File: src/include/mem_bridge_params.svh
`ifndef MEM_BRIDGE_PARAMS_SVH
`define MEM_BRIDGE_PARAMS_SVH

// bus and sram widths
`define MB_WORD_W      32
`define MB_RAM_ADDR_W  20
`define MB_BE_W        4

// strobe hold time per sram access, in clocks
`define MB_RAM_WAIT    2

// address map: tag in bits 31..23, region select on bit 22
`define MB_MAP_TAG     9'h100
`define MB_REGION_BIT  22

`endif

File: src/source/mem_bridge_pkg.sv
`include "mem_bridge_params.svh"

package mem_bridge_pkg;

    // data word or byte address
    typedef logic [`MB_WORD_W-1:0]     word_t;

    // word address at the sram pins
    typedef logic [`MB_RAM_ADDR_W-1:0] ram_addr_t;

    // byte lanes, active high on apb and active low at the sram
    typedef logic [`MB_BE_W-1:0]       byte_en_t;

    typedef enum logic [1:0] {
        CH_IDLE,
        CH_ACCESS,    // sram strobes asserted
        CH_DONE       // done pulse, result registered
    } chan_state_t;

    typedef enum logic [1:0] {
        AP_IDLE,
        AP_WAIT,      // channel request outstanding
        AP_RESP       // recovery cycle after pready
    } apb_state_t;

endpackage

File: src/source/base_ram_channel.sv
`timescale 1ns/1ns
`include "mem_bridge_params.svh"

module base_ram_channel (
    input  logic                      clk_i,
    input  logic                      rst_i,
    // instruction fetch side
    input  logic                      ifu_req_i,
    input  mem_bridge_pkg::word_t     ifu_addr_i,
    output logic                      ifu_resp_o,
    output mem_bridge_pkg::word_t     ifu_rdata_o,
    // data side, from the apb port
    input  logic                      lsu_req_i,
    input  mem_bridge_pkg::ram_addr_t lsu_addr_i,
    input  logic                      lsu_write_i,
    input  mem_bridge_pkg::word_t     lsu_wdata_i,
    input  mem_bridge_pkg::byte_en_t  lsu_be_n_i,
    output logic                      lsu_done_o,
    output mem_bridge_pkg::word_t     lsu_rdata_o,
    // base sram pins
    output mem_bridge_pkg::ram_addr_t base_ram_addr_o,
    output mem_bridge_pkg::word_t     base_ram_wdata_o,
    input  mem_bridge_pkg::word_t     base_ram_rdata_i,
    output mem_bridge_pkg::byte_en_t  base_ram_be_n_o,
    output logic                      base_ram_ce_n_o,
    output logic                      base_ram_oe_n_o,
    output logic                      base_ram_we_n_o
);
    import mem_bridge_pkg::*;

    localparam int CNT_W = $clog2(`MB_RAM_WAIT + 1);

    chan_state_t      state_q;
    chan_state_t      state_d;
    logic [CNT_W-1:0] wait_cnt_q;
    logic             owner_lsu_q;   // 1 = data side owns the access
    logic             write_q;
    ram_addr_t        addr_q;
    word_t            wdata_q;
    byte_en_t         be_n_q;
    word_t            rdata_q;
    logic             grant_lsu;
    logic             grant_ifu;
    logic             last_wait;
    logic             ram_active;

    // data side always wins a tie, fetch waits for the next idle cycle
    assign grant_lsu = lsu_req_i;
    assign grant_ifu = ifu_req_i & ~lsu_req_i;

    assign last_wait  = (wait_cnt_q == CNT_W'(`MB_RAM_WAIT - 1));
    assign ram_active = (state_q == CH_ACCESS);

    always_comb begin
        state_d = state_q;
        case (state_q)
            CH_IDLE: begin
                if (grant_lsu || grant_ifu) begin
                    state_d = CH_ACCESS;
                end
            end
            CH_ACCESS: begin
                if (last_wait) begin
                    state_d = CH_DONE;
                end
            end
            CH_DONE:   state_d = CH_IDLE;
            default:   state_d = CH_IDLE;
        endcase
    end

    always_ff @(posedge clk_i) begin
        if (rst_i) begin
            state_q     <= CH_IDLE;
            wait_cnt_q  <= '0;
            owner_lsu_q <= 1'b0;
            write_q     <= 1'b0;
        end else begin
            state_q <= state_d;
            if (state_q == CH_IDLE) begin
                wait_cnt_q <= '0;
                if (grant_lsu) begin
                    owner_lsu_q <= 1'b1;
                    write_q     <= lsu_write_i;
                end else if (grant_ifu) begin
                    owner_lsu_q <= 1'b0;
                    write_q     <= 1'b0;     // fetches only read
                end
            end else if (ram_active) begin
                wait_cnt_q <= wait_cnt_q + CNT_W'(1);
            end
        end
    end

    // address, data and lanes held for the whole access
    always_ff @(posedge clk_i) begin
        if (state_q == CH_IDLE) begin
            if (grant_lsu) begin
                addr_q  <= lsu_addr_i;
                wdata_q <= lsu_wdata_i;
                be_n_q  <= lsu_be_n_i;
            end else if (grant_ifu) begin
                addr_q <= ifu_addr_i[`MB_RAM_ADDR_W+1:2];
                be_n_q <= '0;                // all lanes on
            end
        end
        if (ram_active && last_wait) begin
            rdata_q <= base_ram_rdata_i;     // sample on the last strobe cycle
        end
    end

    assign base_ram_addr_o  = addr_q;
    assign base_ram_wdata_o = wdata_q;
    assign base_ram_be_n_o  = be_n_q;
    assign base_ram_ce_n_o  = ~ram_active;
    assign base_ram_oe_n_o  = ~(ram_active & ~write_q);
    assign base_ram_we_n_o  = ~(ram_active & write_q);

    // done goes back to whoever won the access
    assign lsu_done_o  = (state_q == CH_DONE) & owner_lsu_q;
    assign ifu_resp_o  = (state_q == CH_DONE) & ~owner_lsu_q;
    assign lsu_rdata_o = rdata_q;
    assign ifu_rdata_o = rdata_q;

endmodule

File: src/source/ext_ram_channel.sv
`timescale 1ns/1ns
`include "mem_bridge_params.svh"

module ext_ram_channel (
    input  logic                      clk_i,
    input  logic                      rst_i,
    // data side, from the apb port
    input  logic                      lsu_req_i,
    input  mem_bridge_pkg::ram_addr_t lsu_addr_i,
    input  logic                      lsu_write_i,
    input  mem_bridge_pkg::word_t     lsu_wdata_i,
    input  mem_bridge_pkg::byte_en_t  lsu_be_n_i,
    output logic                      lsu_done_o,
    output mem_bridge_pkg::word_t     lsu_rdata_o,
    // ext sram pins
    output mem_bridge_pkg::ram_addr_t ext_ram_addr_o,
    output mem_bridge_pkg::word_t     ext_ram_wdata_o,
    input  mem_bridge_pkg::word_t     ext_ram_rdata_i,
    output mem_bridge_pkg::byte_en_t  ext_ram_be_n_o,
    output logic                      ext_ram_ce_n_o,
    output logic                      ext_ram_oe_n_o,
    output logic                      ext_ram_we_n_o
);
    import mem_bridge_pkg::*;

    localparam int CNT_W = $clog2(`MB_RAM_WAIT + 1);

    chan_state_t      state_q;
    logic [CNT_W-1:0] wait_cnt_q;
    logic             write_q;
    ram_addr_t        addr_q;
    word_t            wdata_q;
    byte_en_t         be_n_q;
    word_t            rdata_q;
    logic             last_wait;
    logic             ram_active;

    assign last_wait  = (wait_cnt_q == CNT_W'(`MB_RAM_WAIT - 1));
    assign ram_active = (state_q == CH_ACCESS);

    always_ff @(posedge clk_i) begin
        if (rst_i) begin
            state_q    <= CH_IDLE;
            wait_cnt_q <= '0;
            write_q    <= 1'b0;
        end else begin
            case (state_q)
                CH_IDLE: begin
                    wait_cnt_q <= '0;
                    if (lsu_req_i) begin
                        write_q <= lsu_write_i;
                        state_q <= CH_ACCESS;
                    end
                end
                CH_ACCESS: begin
                    wait_cnt_q <= wait_cnt_q + CNT_W'(1);
                    if (last_wait) state_q <= CH_DONE;
                end
                default: state_q <= CH_IDLE;   // CH_DONE lasts one cycle
            endcase
        end
    end

    always_ff @(posedge clk_i) begin
        if (state_q == CH_IDLE && lsu_req_i) begin
            addr_q  <= lsu_addr_i;
            wdata_q <= lsu_wdata_i;
            be_n_q  <= lsu_be_n_i;
        end
        if (ram_active && last_wait) begin
            rdata_q <= ext_ram_rdata_i;
        end
    end

    // strobes only while accessing
    assign ext_ram_addr_o  = addr_q;
    assign ext_ram_wdata_o = wdata_q;
    assign ext_ram_be_n_o  = be_n_q;
    assign ext_ram_ce_n_o  = ~ram_active;
    assign ext_ram_oe_n_o  = ~(ram_active & ~write_q);
    assign ext_ram_we_n_o  = ~(ram_active & write_q);

    assign lsu_done_o  = (state_q == CH_DONE);
    assign lsu_rdata_o = rdata_q;

endmodule

File: src/source/apb_data_port.sv
`timescale 1ns/1ns
`include "mem_bridge_params.svh"

module apb_data_port (
    input  logic                      clk_i,
    input  logic                      rst_i,
    // apb slave
    input  logic                      psel_i,
    input  logic                      penable_i,
    input  logic                      pwrite_i,
    input  mem_bridge_pkg::word_t     paddr_i,
    input  mem_bridge_pkg::word_t     pwdata_i,
    input  mem_bridge_pkg::byte_en_t  pstrb_i,
    output mem_bridge_pkg::word_t     prdata_o,
    output logic                      pready_o,
    output logic                      pslverr_o,
    // requests to the channels
    output logic                      base_req_o,
    output logic                      ext_req_o,
    output mem_bridge_pkg::ram_addr_t req_addr_o,
    output logic                      req_write_o,
    output mem_bridge_pkg::word_t     req_wdata_o,
    output mem_bridge_pkg::byte_en_t  req_be_n_o,
    // channel results
    input  logic                      base_done_i,
    input  logic                      ext_done_i,
    input  mem_bridge_pkg::word_t     base_rdata_i,
    input  mem_bridge_pkg::word_t     ext_rdata_i
);
    import mem_bridge_pkg::*;

    apb_state_t state_q;
    logic       sel_ext_q;     // region of the outstanding request
    logic       access_start;
    logic       tag_ok;
    logic       addr_ext;
    logic       start_ok;
    logic       chan_done;

    // first access cycle of a transfer
    assign access_start = (state_q == AP_IDLE) & psel_i & penable_i;

    assign tag_ok   = (paddr_i[`MB_WORD_W-1:`MB_REGION_BIT+1] == `MB_MAP_TAG);
    assign addr_ext = paddr_i[`MB_REGION_BIT];
    assign start_ok = access_start & tag_ok;

    always_ff @(posedge clk_i) begin
        if (rst_i) begin
            state_q   <= AP_IDLE;
            sel_ext_q <= 1'b0;
        end else begin
            case (state_q)
                AP_IDLE: begin
                    if (start_ok) begin
                        sel_ext_q <= addr_ext;
                        state_q   <= AP_WAIT;
                    end else if (access_start) begin
                        state_q <= AP_RESP;   // error already answered
                    end
                end
                AP_WAIT: begin
                    if (chan_done) state_q <= AP_RESP;
                end
                default: state_q <= AP_IDLE;  // master is in setup here
            endcase
        end
    end

    // request level from the first access cycle until done
    assign base_req_o = (start_ok & ~addr_ext) | ((state_q == AP_WAIT) & ~sel_ext_q);
    assign ext_req_o  = (start_ok & addr_ext) | ((state_q == AP_WAIT) & sel_ext_q);

    // apb holds address and data stable through the access phase
    assign req_addr_o  = paddr_i[`MB_RAM_ADDR_W+1:2];
    assign req_write_o = pwrite_i;
    assign req_wdata_o = pwdata_i;
    assign req_be_n_o  = pwrite_i ? ~pstrb_i : '0;   // reads use every lane

    // merge, selected channel only
    assign chan_done = sel_ext_q ? ext_done_i : base_done_i;
    assign prdata_o  = sel_ext_q ? ext_rdata_i : base_rdata_i;

    assign pslverr_o = access_start & ~tag_ok;
    assign pready_o  = pslverr_o | ((state_q == AP_WAIT) & chan_done);

endmodule

File: src/source/mem_bridge_top.sv
`timescale 1ns/1ns

module mem_bridge_top (
    input  logic                      clk_i,
    input  logic                      rst_i,
    // instruction fetch
    input  logic                      ifu_req_i,
    input  mem_bridge_pkg::word_t     ifu_addr_i,
    output logic                      ifu_resp_o,
    output mem_bridge_pkg::word_t     ifu_rdata_o,
    // apb data port
    input  logic                      psel_i,
    input  logic                      penable_i,
    input  logic                      pwrite_i,
    input  mem_bridge_pkg::word_t     paddr_i,
    input  mem_bridge_pkg::word_t     pwdata_i,
    input  mem_bridge_pkg::byte_en_t  pstrb_i,
    output mem_bridge_pkg::word_t     prdata_o,
    output logic                      pready_o,
    output logic                      pslverr_o,
    // base sram
    output mem_bridge_pkg::ram_addr_t base_ram_addr_o,
    output mem_bridge_pkg::word_t     base_ram_wdata_o,
    input  mem_bridge_pkg::word_t     base_ram_rdata_i,
    output mem_bridge_pkg::byte_en_t  base_ram_be_n_o,
    output logic                      base_ram_ce_n_o,
    output logic                      base_ram_oe_n_o,
    output logic                      base_ram_we_n_o,
    // ext sram
    output mem_bridge_pkg::ram_addr_t ext_ram_addr_o,
    output mem_bridge_pkg::word_t     ext_ram_wdata_o,
    input  mem_bridge_pkg::word_t     ext_ram_rdata_i,
    output mem_bridge_pkg::byte_en_t  ext_ram_be_n_o,
    output logic                      ext_ram_ce_n_o,
    output logic                      ext_ram_oe_n_o,
    output logic                      ext_ram_we_n_o
);
    import mem_bridge_pkg::*;

    // shared request fields, fanned out to both channels
    logic      base_req;
    logic      ext_req;
    ram_addr_t req_addr;
    logic      req_write;
    word_t     req_wdata;
    byte_en_t  req_be_n;
    logic      base_done;
    logic      ext_done;
    word_t     base_rdata;
    word_t     ext_rdata;

    apb_data_port u_apb_port (
        .clk_i        (clk_i),
        .rst_i        (rst_i),
        .psel_i       (psel_i),
        .penable_i    (penable_i),
        .pwrite_i     (pwrite_i),
        .paddr_i      (paddr_i),
        .pwdata_i     (pwdata_i),
        .pstrb_i      (pstrb_i),
        .prdata_o     (prdata_o),
        .pready_o     (pready_o),
        .pslverr_o    (pslverr_o),
        .base_req_o   (base_req),
        .ext_req_o    (ext_req),
        .req_addr_o   (req_addr),
        .req_write_o  (req_write),
        .req_wdata_o  (req_wdata),
        .req_be_n_o   (req_be_n),
        .base_done_i  (base_done),
        .ext_done_i   (ext_done),
        .base_rdata_i (base_rdata),
        .ext_rdata_i  (ext_rdata)
    );

    base_ram_channel u_base_chan (
        .clk_i            (clk_i),
        .rst_i            (rst_i),
        .ifu_req_i        (ifu_req_i),
        .ifu_addr_i       (ifu_addr_i),
        .ifu_resp_o       (ifu_resp_o),
        .ifu_rdata_o      (ifu_rdata_o),
        .lsu_req_i        (base_req),
        .lsu_addr_i       (req_addr),
        .lsu_write_i      (req_write),
        .lsu_wdata_i      (req_wdata),
        .lsu_be_n_i       (req_be_n),
        .lsu_done_o       (base_done),
        .lsu_rdata_o      (base_rdata),
        .base_ram_addr_o  (base_ram_addr_o),
        .base_ram_wdata_o (base_ram_wdata_o),
        .base_ram_rdata_i (base_ram_rdata_i),
        .base_ram_be_n_o  (base_ram_be_n_o),
        .base_ram_ce_n_o  (base_ram_ce_n_o),
        .base_ram_oe_n_o  (base_ram_oe_n_o),
        .base_ram_we_n_o  (base_ram_we_n_o)
    );

    ext_ram_channel u_ext_chan (
        .clk_i           (clk_i),
        .rst_i           (rst_i),
        .lsu_req_i       (ext_req),
        .lsu_addr_i      (req_addr),
        .lsu_write_i     (req_write),
        .lsu_wdata_i     (req_wdata),
        .lsu_be_n_i      (req_be_n),
        .lsu_done_o      (ext_done),
        .lsu_rdata_o     (ext_rdata),
        .ext_ram_addr_o  (ext_ram_addr_o),
        .ext_ram_wdata_o (ext_ram_wdata_o),
        .ext_ram_rdata_i (ext_ram_rdata_i),
        .ext_ram_be_n_o  (ext_ram_be_n_o),
        .ext_ram_ce_n_o  (ext_ram_ce_n_o),
        .ext_ram_oe_n_o  (ext_ram_oe_n_o),
        .ext_ram_we_n_o  (ext_ram_we_n_o)
    );

endmodule

File: config.mk
export PLATFORM = sky130hd
export DESIGN_NAME = mem_bridge_top
export DESIGN_NICKNAME = d
export VERILOG_FILES = /design/src/source/mem_bridge_pkg.sv /design/src/source/base_ram_channel.sv /design/src/source/ext_ram_channel.sv /design/src/source/apb_data_port.sv /design/src/source/mem_bridge_top.sv
export VERILOG_INCLUDE_DIRS = /design/src /design/src/include
export SDC_FILE = /design/constraint.sdc
export NUM_CORES = 1
export LEC_CHECK = 0
export ABC_AREA = 1
export BUFFER_PORTS_ARGS = -buffer_cell sky130_fd_sc_hd__buf_2
export CAP_MARGIN = 20
export CORE_UTILIZATION = 29
export DETAILED_ROUTE_END_ITERATION = 10
export SLEW_MARGIN = 0
export SYNTH_ARGS = -nofsm -noshare
export SYNTH_HDL_FRONTEND = slang
export SYNTH_SLANG_ARGS = --single-unit
File: constraint.sdc
create_clock -name clk_i -period 4.1 [get_ports clk_i]
set_input_delay 1.23 -clock clk_i [delete_from_list [all_inputs] [get_ports clk_i]]
set_output_delay 1.23 -clock clk_i [all_outputs]
set_load 0.1 [all_outputs]
==> results of run 1 <==
-- sequential cells by signal, summed over array words and instances (netlist names), 2 cells and up --
name and flops:
u_ext_chan.ext_ram_wdata_o 32, u_ext_chan.ext_ram_be_n_o 4, u_base_chan.base_ram_be_n_o 4, u_base_chan.ifu_rdata_o 32, u_apb_port.state_q 2, u_ext_chan.ext_ram_addr_o 20, u_ext_chan.wait_cnt_q 2, u_base_chan.base_ram_wdata_o 32
u_base_chan.state_q 2, u_base_chan.wait_cnt_q 2, u_ext_chan.state_q 2, u_base_chan.base_ram_addr_o 20, u_ext_chan.lsu_rdata_o 32
-- synth_stat cells, types with 2 or more instances --
library cell               number  area, µm²
sky130_fd_sc_hd__clkbuf_1       7       26.3
sky130_fd_sc_hd__a21oi_1        7       35.0
sky130_fd_sc_hd__nor3_1         3       15.0
sky130_fd_sc_hd__inv_1         20       75.1
sky130_fd_sc_hd__edfxtp_1     176       5290
sky130_fd_sc_hd__inv_2          3       11.3
sky130_fd_sc_hd__o21ai_0        2       10.0
sky130_fd_sc_hd__or2_2          2       12.5
sky130_fd_sc_hd__dfxtp_1       14        280
sky130_fd_sc_hd__ha_1           2       25.0
sky130_fd_sc_hd__a211oi_1       2       15.0
sky130_fd_sc_hd__nor3_2         6       60.1
sky130_fd_sc_hd__nor2_1        20       75.1
sky130_fd_sc_hd__nand2_1      176        661
sky130_fd_sc_hd__buf_6          2       22.5
sky130_fd_sc_hd__buf_4          2       15.0
sky130_fd_sc_hd__nand3_1        7       35.0
-- area by class of cell --
cell class,instances,area share [%]
sequential,190,58.3
timing repair buffer,346,18.4
multi-input combinational,238,11.2
clock buffer,17,4.46
tap,313,4.11
clock inverter,15,2.43
inverter,25,1.01
-- logic make-up after synthesis --
group / after synthesis
flops: 190
fa+ha+maj: 2
buf+inv: 37
simple gates: 222
xor+xnor: 1
compound gates: 13
-- metrics by stage --
| stage | cells | hold slack (ns) | total power, W | util, % |
|---|---|---|---|---|
| 2_1_floorplan | 465 | 0.445 | 0.00247 | - |
| 3_3_place_gp | 1112 | 0.467 | 0.00259 | 39.0 |
| 3_5_place_dp | 1112 | 0.472 | 0.00259 | 39.0 |
| 4_1_cts | 1144 | 0.481 | 0.00438 | 41.9 |
| 5_1_grt | 1144 | 0.509 | 0.00447 | 41.9 |
| 6_report | 1144 | 0.480 | 0.00432 | 41.9 |
-- final timing paths --
kind / endpoint / slack (ns) / depth (start not counted)
setup / recovery: pready_o / 0.43 / 6
hold / removal: u_ext_chan.wait_cnt_q[0]$_SDFFE_PP0P_ / 0.48 / 1
setup reg to reg: u_base_chan.base_ram_wdata_o[25]$_DFFE_PP_ / 1.98 / 7
hold reg to reg: u_ext_chan.wait_cnt_q[0]$_SDFFE_PP0P_ / 0.48 / 1
-- metal layers --
metal / up-vias / share of wire, % / GRT usage (%)
met4: 2 / 0.81 / 4.05
li1: 2307 / - / -
met2: 242 / 49 / 23.4
met5: - / 0.079 / 0
met3: 15 / 9.8 / 6.05
met1: 2119 / 41 / 15.2
-- report_power, final --
part           switching (W)  total [W]  leakage (nW)  internal (W)
combinational       0.000307   0.000394          2.04     0.0000871
sequential        0.00000901    0.00215          1.71       0.00214
clock               0.000821    0.00178         0.318      0.000956
total                0.00114    0.00432          4.07       0.00319
-- worst max-delay path, stage by stage --
cell                       delay [ns]
sky130_fd_sc_hd__buf_2           0.07
sky130_fd_sc_hd__nand2_1         0.11
sky130_fd_sc_hd__nor2_4          0.21
sky130_fd_sc_hd__o21ai_0         0.15
sky130_fd_sc_hd__a311oi_2        0.21
sky130_fd_sc_hd__buf_2           0.46
==> parameters.txt, run 1 <==
Parameter                              Value

Final layout
  Fraction of layout instances using a drive strength above 1 ... 48.1%
  Seq. cell area ... around 5600 µm²
  Most common cell after layout, fill and taps aside ... sky130_fd_sc_hd__buf_2
  Antenna diode instance count ... 0
  Combined area of the multi-input logic cells ... between 1000 and 1500 µm²
  Area growth from synthesis to layout ... 40.8%
  Area of all placed cells without fillers ... 9540 µm²
  Number of fill cells in the layout ... 2178
  Final net count ... ~1000
  Most used cells in the layout excluding fill and tap cells ... sky130_fd_sc_hd__buf_2, sky130_fd_sc_hd__nand2_1, sky130_fd_sc_hd__edfxtp_1

Clock network
  Hold buffer count at cts ... 0
  Clock transition at path regs ... ~0.07 ns
  Insertion delay of the later-clocked pin in the worst-skew pair ... 0.43 ns
  Cell chosen for the clock root ... sky130_fd_sc_hd__clkbuf_16
  Number of CTS-inserted buffers ... 17
  CTS tree ... yes
  Number of buffers inserted by post-CTS setup repair ... 0
  Maximum clock insertion buffer count ... 2
  Deepest level of the CTS H-tree ... 4
  Number of clock sinks seen by CTS ... 190
  Number of gates given a new drive strength after cts ... 0

Placed design
  Post-Place Cell Area ... slightly below 9000 µm²
  Dpl hpwl ... 12000 µm
  Count of buffers from port buffering ... 340
  Placement-stage worst setup slack ... 0.431 ns
  Final weighted congestion of routability-driven global placement ... around 0.73

Logic synthesis
  XOR/XNOR Fraction of Synth Area ... less than 1%
  Leading register cell type out of synthesis ... sky130_fd_sc_hd__edfxtp_1
  Cells after Synth ... 465
  Post-synthesis async set-or-reset flop share ... 0%
  Register area share after synthesis ... between 80% and 90%
  Library cells used by synthesis ... 31
  Synth warnings ... 0
  Main combinational cell family by area after synthesis ... simple AND/OR/NAND/NOR gates
  Share of the synthesized area in compound gates (AO/OA/AOI/OAI) ... under 10%
  Area of the mapped netlist ... approximately 6800 µm²
  Post-Synth Adder-Cell Area ... less than 1%
  EDFF count, synth ... between 150 and 200
  Multiplexer fraction of the synthesized cell area ... 0%
  Average size of a mapped cell ... roughly 15 µm²
  Flop and latch count out of synthesis ... 190
  Post-synthesis share of cell area spent on and, or, nand and nor gates ... 13.8%
  Net Count, Synth ... between 600 and 700

Critical path
  Startpoint of the worst register-to-register path ... u_apb_port.sel_ext_q$_SDFFE_PP0P_
  Launching instance or port of the critical path ... penable_i
  Largest fanout of any net on the critical path ... 5
  Crit Path Class ... in2out
  Crit start category ... primary input
  Data required time of the worst path ... approximately 2.9 ns
  Crit. End Element ... output port
  Arrival time of the worst setup path ... roughly 2.4 ns

Run status
  Run status ... finished clean

STA
  Worst Tran Pin Value ... around 1 ns
  Period Utilization, post-route ... 89.5%
  Final worst slack ... 0.430 ns
  Largest clock skew in the final design ... 0.0255 ns
  Minimum period implied by the final worst setup slack ... between 3 and 4 ns
  Setup_tns ... 0 ns
  Final setup fails ... 0
  Max_slew headroom ... approximately 33%
  Maximum clock frequency ... ~270 MHz
  Max-slew violation count ... 0
  RSZ-0062 raised after global routing ... no
  Final hold vios ... 0

Power
  Leakage power ... 4.07 nW
  Maximum vdd drop ... 0.238 mV
  Total power divided by cell area ... between 400 and 500 nW/µm²

Floorplanning
  Number of top-level pins ... about 360
  Overall die area ... about 24000 µm²
  Die X-Extent ... between 150 and 200 µm
  Floorplan row count ... 55
  Die span in y ... between 150 and 200 µm
  Floorplan core area ... approximately 23000 µm²
  Initial standard-cell utilization of the core ... between 20% and 30%

Drt
  Post-route DRC ... 0
  First drt pass iteration count ... 5
  Wire length per cell after detailed routing ... around 14 µm
  DR iter-0 viols ... 188
  Count of antenna-violating nets left after detailed routing ... 0
  Via density per instance ... about 4.1
  Total Routed Length ... between 15000 and 20000 µm
  Total vias in the final route ... 4685

Global routing
  Antenna violations before repair ... 1
  Global-route wire length before repair ... around 24000 µm
  Total global routing overflow ... 0
  Vias in the first global route ... ~4.6k
  Maximum number of pins on one net before global-route repair ... 35
  Global-route usage over all layers ... around 14%

Job
  Max Cap Violations ... 0

Hold path
  Path class of the lowest-slack min-delay path ... reg2reg
  Min-Delay Startpoint ... u_ext_chan.wait_cnt_q[0]$_SDFFE_PP0P_
(Power assumes the default switching activity.)
==> run 2: changes to the inputs <==
- clock period: 4.1 -> 3.7 ns (I/O delays scaled with it)
==> run 2 against run 1 <==
First-iteration DRC count up 26%; routed wire length about the same; sequential power up 11%; sequential cell count unchanged; critical path type unchanged; critical endpoint unchanged.
==> parameters.txt, run 2 (synthesized netlist as in run 1, its figures left out) <==
Parameter                              Value

Run status
  Run status ... finished clean (unchanged)

Clock network
  Clock transition at path regs ... 0.07 ns (about the same)
  Number of gates given a new drive strength after cts ... 0 (unchanged)
  Number of buffers inserted by post-CTS setup repair ... 0 (unchanged)
  Deepest level of the CTS H-tree ... 4 (unchanged)
  CTS tree ... yes (unchanged)
  Insertion delay of the later-clocked pin in the worst-skew pair ... 0.43 ns (about the same)
  Maximum clock insertion buffer count ... 2 (unchanged)
  Hold buffer count at cts ... 0 (unchanged)
  Number of clock sinks seen by CTS ... 190 (unchanged)
  Cell chosen for the clock root ... sky130_fd_sc_hd__clkbuf_16 (unchanged)
  Number of CTS-inserted buffers ... 17 (unchanged)

Global routing
  Antenna violations before repair ... 0 (was 1)
  Global-route usage over all layers ... 13.4% (was 13.6%)
  Total global routing overflow ... 0 (unchanged)
  Global-route wire length before repair ... 24100 µm (was 24400 µm)
  Vias in the first global route ... 4666 (was 4595)
  Maximum number of pins on one net before global-route repair ... 50 (was 35)

Final layout
  Most used cells in the layout excluding fill and tap cells ... sky130_fd_sc_hd__buf_2, sky130_fd_sc_hd__nand2_1, sky130_fd_sc_hd__edfxtp_1 (unchanged)
  Number of fill cells in the layout ... 2189 (was 2178)
  Final net count ... 989 (was 990)
  Antenna diode instance count ... 0 (unchanged)
  Fraction of layout instances using a drive strength above 1 ... 48.1% (about the same)
  Area growth from synthesis to layout ... 40.4% (was 40.8%)
  Post-Layout Cell Count ... 1143 (was 1144)
  Combined area of the multi-input logic cells ... 1070 µm² (unchanged)
  Seq. cell area ... 5570 µm² (unchanged)
  Area of all placed cells without fillers ... 9510 µm² (was 9540 µm²)
  Most common cell after layout, fill and taps aside ... sky130_fd_sc_hd__buf_2 (unchanged)

Power
  Switching pwr ... 0.00130 W (was 0.00114 W)
  Total power divided by cell area ... 496 nW/µm² (was 453 nW/µm²)
  Proportion of power drawn by the clock network ... 40.1% (was 41.1%)
  Combinational fraction of design power ... 9.3% (was 9.1%)
  Internal Pwr Total ... 0.00342 W (was 0.00319 W)
  Proportion of power drawn by flip-flops and latches ... 50.5% (was 49.8%)
  Leakage power ... 4.05 nW (was 4.07 nW)
  Maximum vdd drop ... 0.244 mV (was 0.238 mV)
  Sw Share ... 27.6% (was 26.3%)

STA
  Worst Tran Pin Value ... 0.987 ns (was 1.01 ns)
  Final worst slack ... 0.458 ns (was 0.430 ns)
  Largest clock skew in the final design ... 0.0226 ns (was 0.0255 ns)
  Maximum clock frequency ... ~310 MHz
  Hold slack final ... 0.477 ns (was 0.480 ns)
  Max_slew headroom ... 34.1% (was 32.8%)
  RSZ-0062 raised after global routing ... no (unchanged)
  Setup_tns ... 0 ns (unchanged)
  Period Utilization, post-route ... a little under 90%
  Final hold vios ... 0 (unchanged)
  Final setup fails ... 0 (unchanged)
  Minimum period implied by the final worst setup slack ... between 3 and 4 ns
  Max-slew violation count ... 0 (unchanged)

Placed design
  Placement-stage worst setup slack ... 0.450 ns (was 0.431 ns)
  Post-Place Cell Area ... 8890 µm² (was 8880 µm²)
  Dpl hpwl ... 11900 µm (was 12000 µm)
  Cell count after placement ... 1111 (was 1112)
  Final weighted congestion of routability-driven global placement ... 0.727 (was 0.729)
  Count of buffers from port buffering ... 340 (unchanged)

Floorplanning
  Initial standard-cell utilization of the core ... 29.7% (unchanged)
  Floorplan row count ... 55 (unchanged)
  Die span in y ... 155 µm (unchanged)
  Die X-Extent ... 155 µm (unchanged)
  Overall die area ... 24000 µm² (unchanged)
  Floorplan core area ... 22800 µm² (unchanged)
  Number of top-level pins ... 355 (unchanged)

Critical path
  Crit Path Class ... in2out (unchanged)
  Largest fanout of any net on the critical path ... 5 (unchanged)
  Arrival time of the worst setup path ... 2.13 ns (was 2.44 ns)
  Crit start category ... primary input (unchanged)
  CP Buf/Inv Count ... 2 (unchanged)
  Worst stage delay on the critical path ... 0.29 ns (was 0.46 ns)
  Master of the slowest instance on the critical path ... sky130_fd_sc_hd__a311oi_2 (was sky130_fd_sc_hd__buf_2)
  Data required time of the worst path ... 2.59 ns (was 2.87 ns)
  Cells traversed along the worst timing path ... buf_2, nand2_1, nor2_4, o21ai_0, a311oi_2, buf_12 (was buf_2, nand2_1, nor2_4, o21ai_0, a311oi_2, buf_2)
  Kind of cell with the highest combined delay on the critical path ... compound AO/OA/AOI/OAI gates (was buffers and inverters)
  Crit. End Element ... output port (unchanged)

Drt
  Via density per instance ... 4.12 (was 4.10)
  Post-route DRC ... 0 (unchanged)
  Total Routed Length ... 16400 µm (about the same)
  DR iter-0 viols ... 236 (was 188)
  Total vias in the final route ... 4708 (was 4685)
  Count of antenna-violating nets left after detailed routing ... 0 (unchanged)
  First drt pass iteration count ... 4 (was 5)
  Wire length per cell after detailed routing ... 14.4 µm (about the same)

Job
  Max Cap Violations ... 0 (unchanged)

Hold path
  Path class of the lowest-slack min-delay path ... reg2reg (unchanged)
-- run 2: path summary, 6_finish.rpt --
check,from,to,slack [ns],cells after the start
worst max-delay path,penable_i,pready_o,0.46,6
worst min-delay path,u_ext_chan.wait_cnt_q[0]$_SDFFE_PP0P_,u_ext_chan.wait_cnt_q[0]$_SDFFE_PP0P_,0.48,1
worst max register to register,u_base_chan.state_q[0]$_SDFFE_PP0P_,u_base_chan.ifu_rdata_o[2]$_DFFE_PP_,1.69,4
worst min register to register,u_ext_chan.wait_cnt_q[0]$_SDFFE_PP0P_,u_ext_chan.wait_cnt_q[0]$_SDFFE_PP0P_,0.48,1
-- run 2: power groups by stage --
| stage | logic [W] | registers, W | clock network (W) |
|---|---|---|---|
| after floorplan | 0.000127 | 0.00261 | 0 |
| after global placement | 0.000441 | 0.00243 | 0 |
| after detailed placement | 0.000444 | 0.00243 | 0 |
| after CTS | 0.000444 | 0.00239 | 0.00195 |
| after global routing | 0.000463 | 0.00239 | 0.00203 |
| final | 0.000441 | 0.00238 | 0.00189 |
-- run 2: area by class of cell --
| cell class | count | share of cell area [%] |
|---|---|---|
| clock buffer | 17 | 4.47 |
| sequential | 190 | 58.5 |
| tap | 313 | 4.12 |
| inverter | 25 | 1.01 |
| clock inverter | 15 | 2.07 |
| timing repair buffer | 345 | 18.6 |
| multi-input combinational | 238 | 11.2 |
-- run 2: per-stage QoR --
step           utilization (%)  power (W)
2_1_floorplan                -    0.00273
3_3_place_gp              39.0    0.00288
3_5_place_dp              39.0    0.00288
4_1_cts                   41.8    0.00478
5_1_grt                   41.8    0.00488
6_report                  41.8    0.00472
-- run 2: layer usage --
layer  up-vias  global-route usage, %  wire length (µm)  part of all wire [%]
li1       2308                      -                 -                     -
met1      2148                   14.5              6500                    40
met2       246                   24.0              8130                    49
met3         6                   5.30              1700                    10
met4         0                   4.10               119                  0.72
met5         -                      0                 0                     0
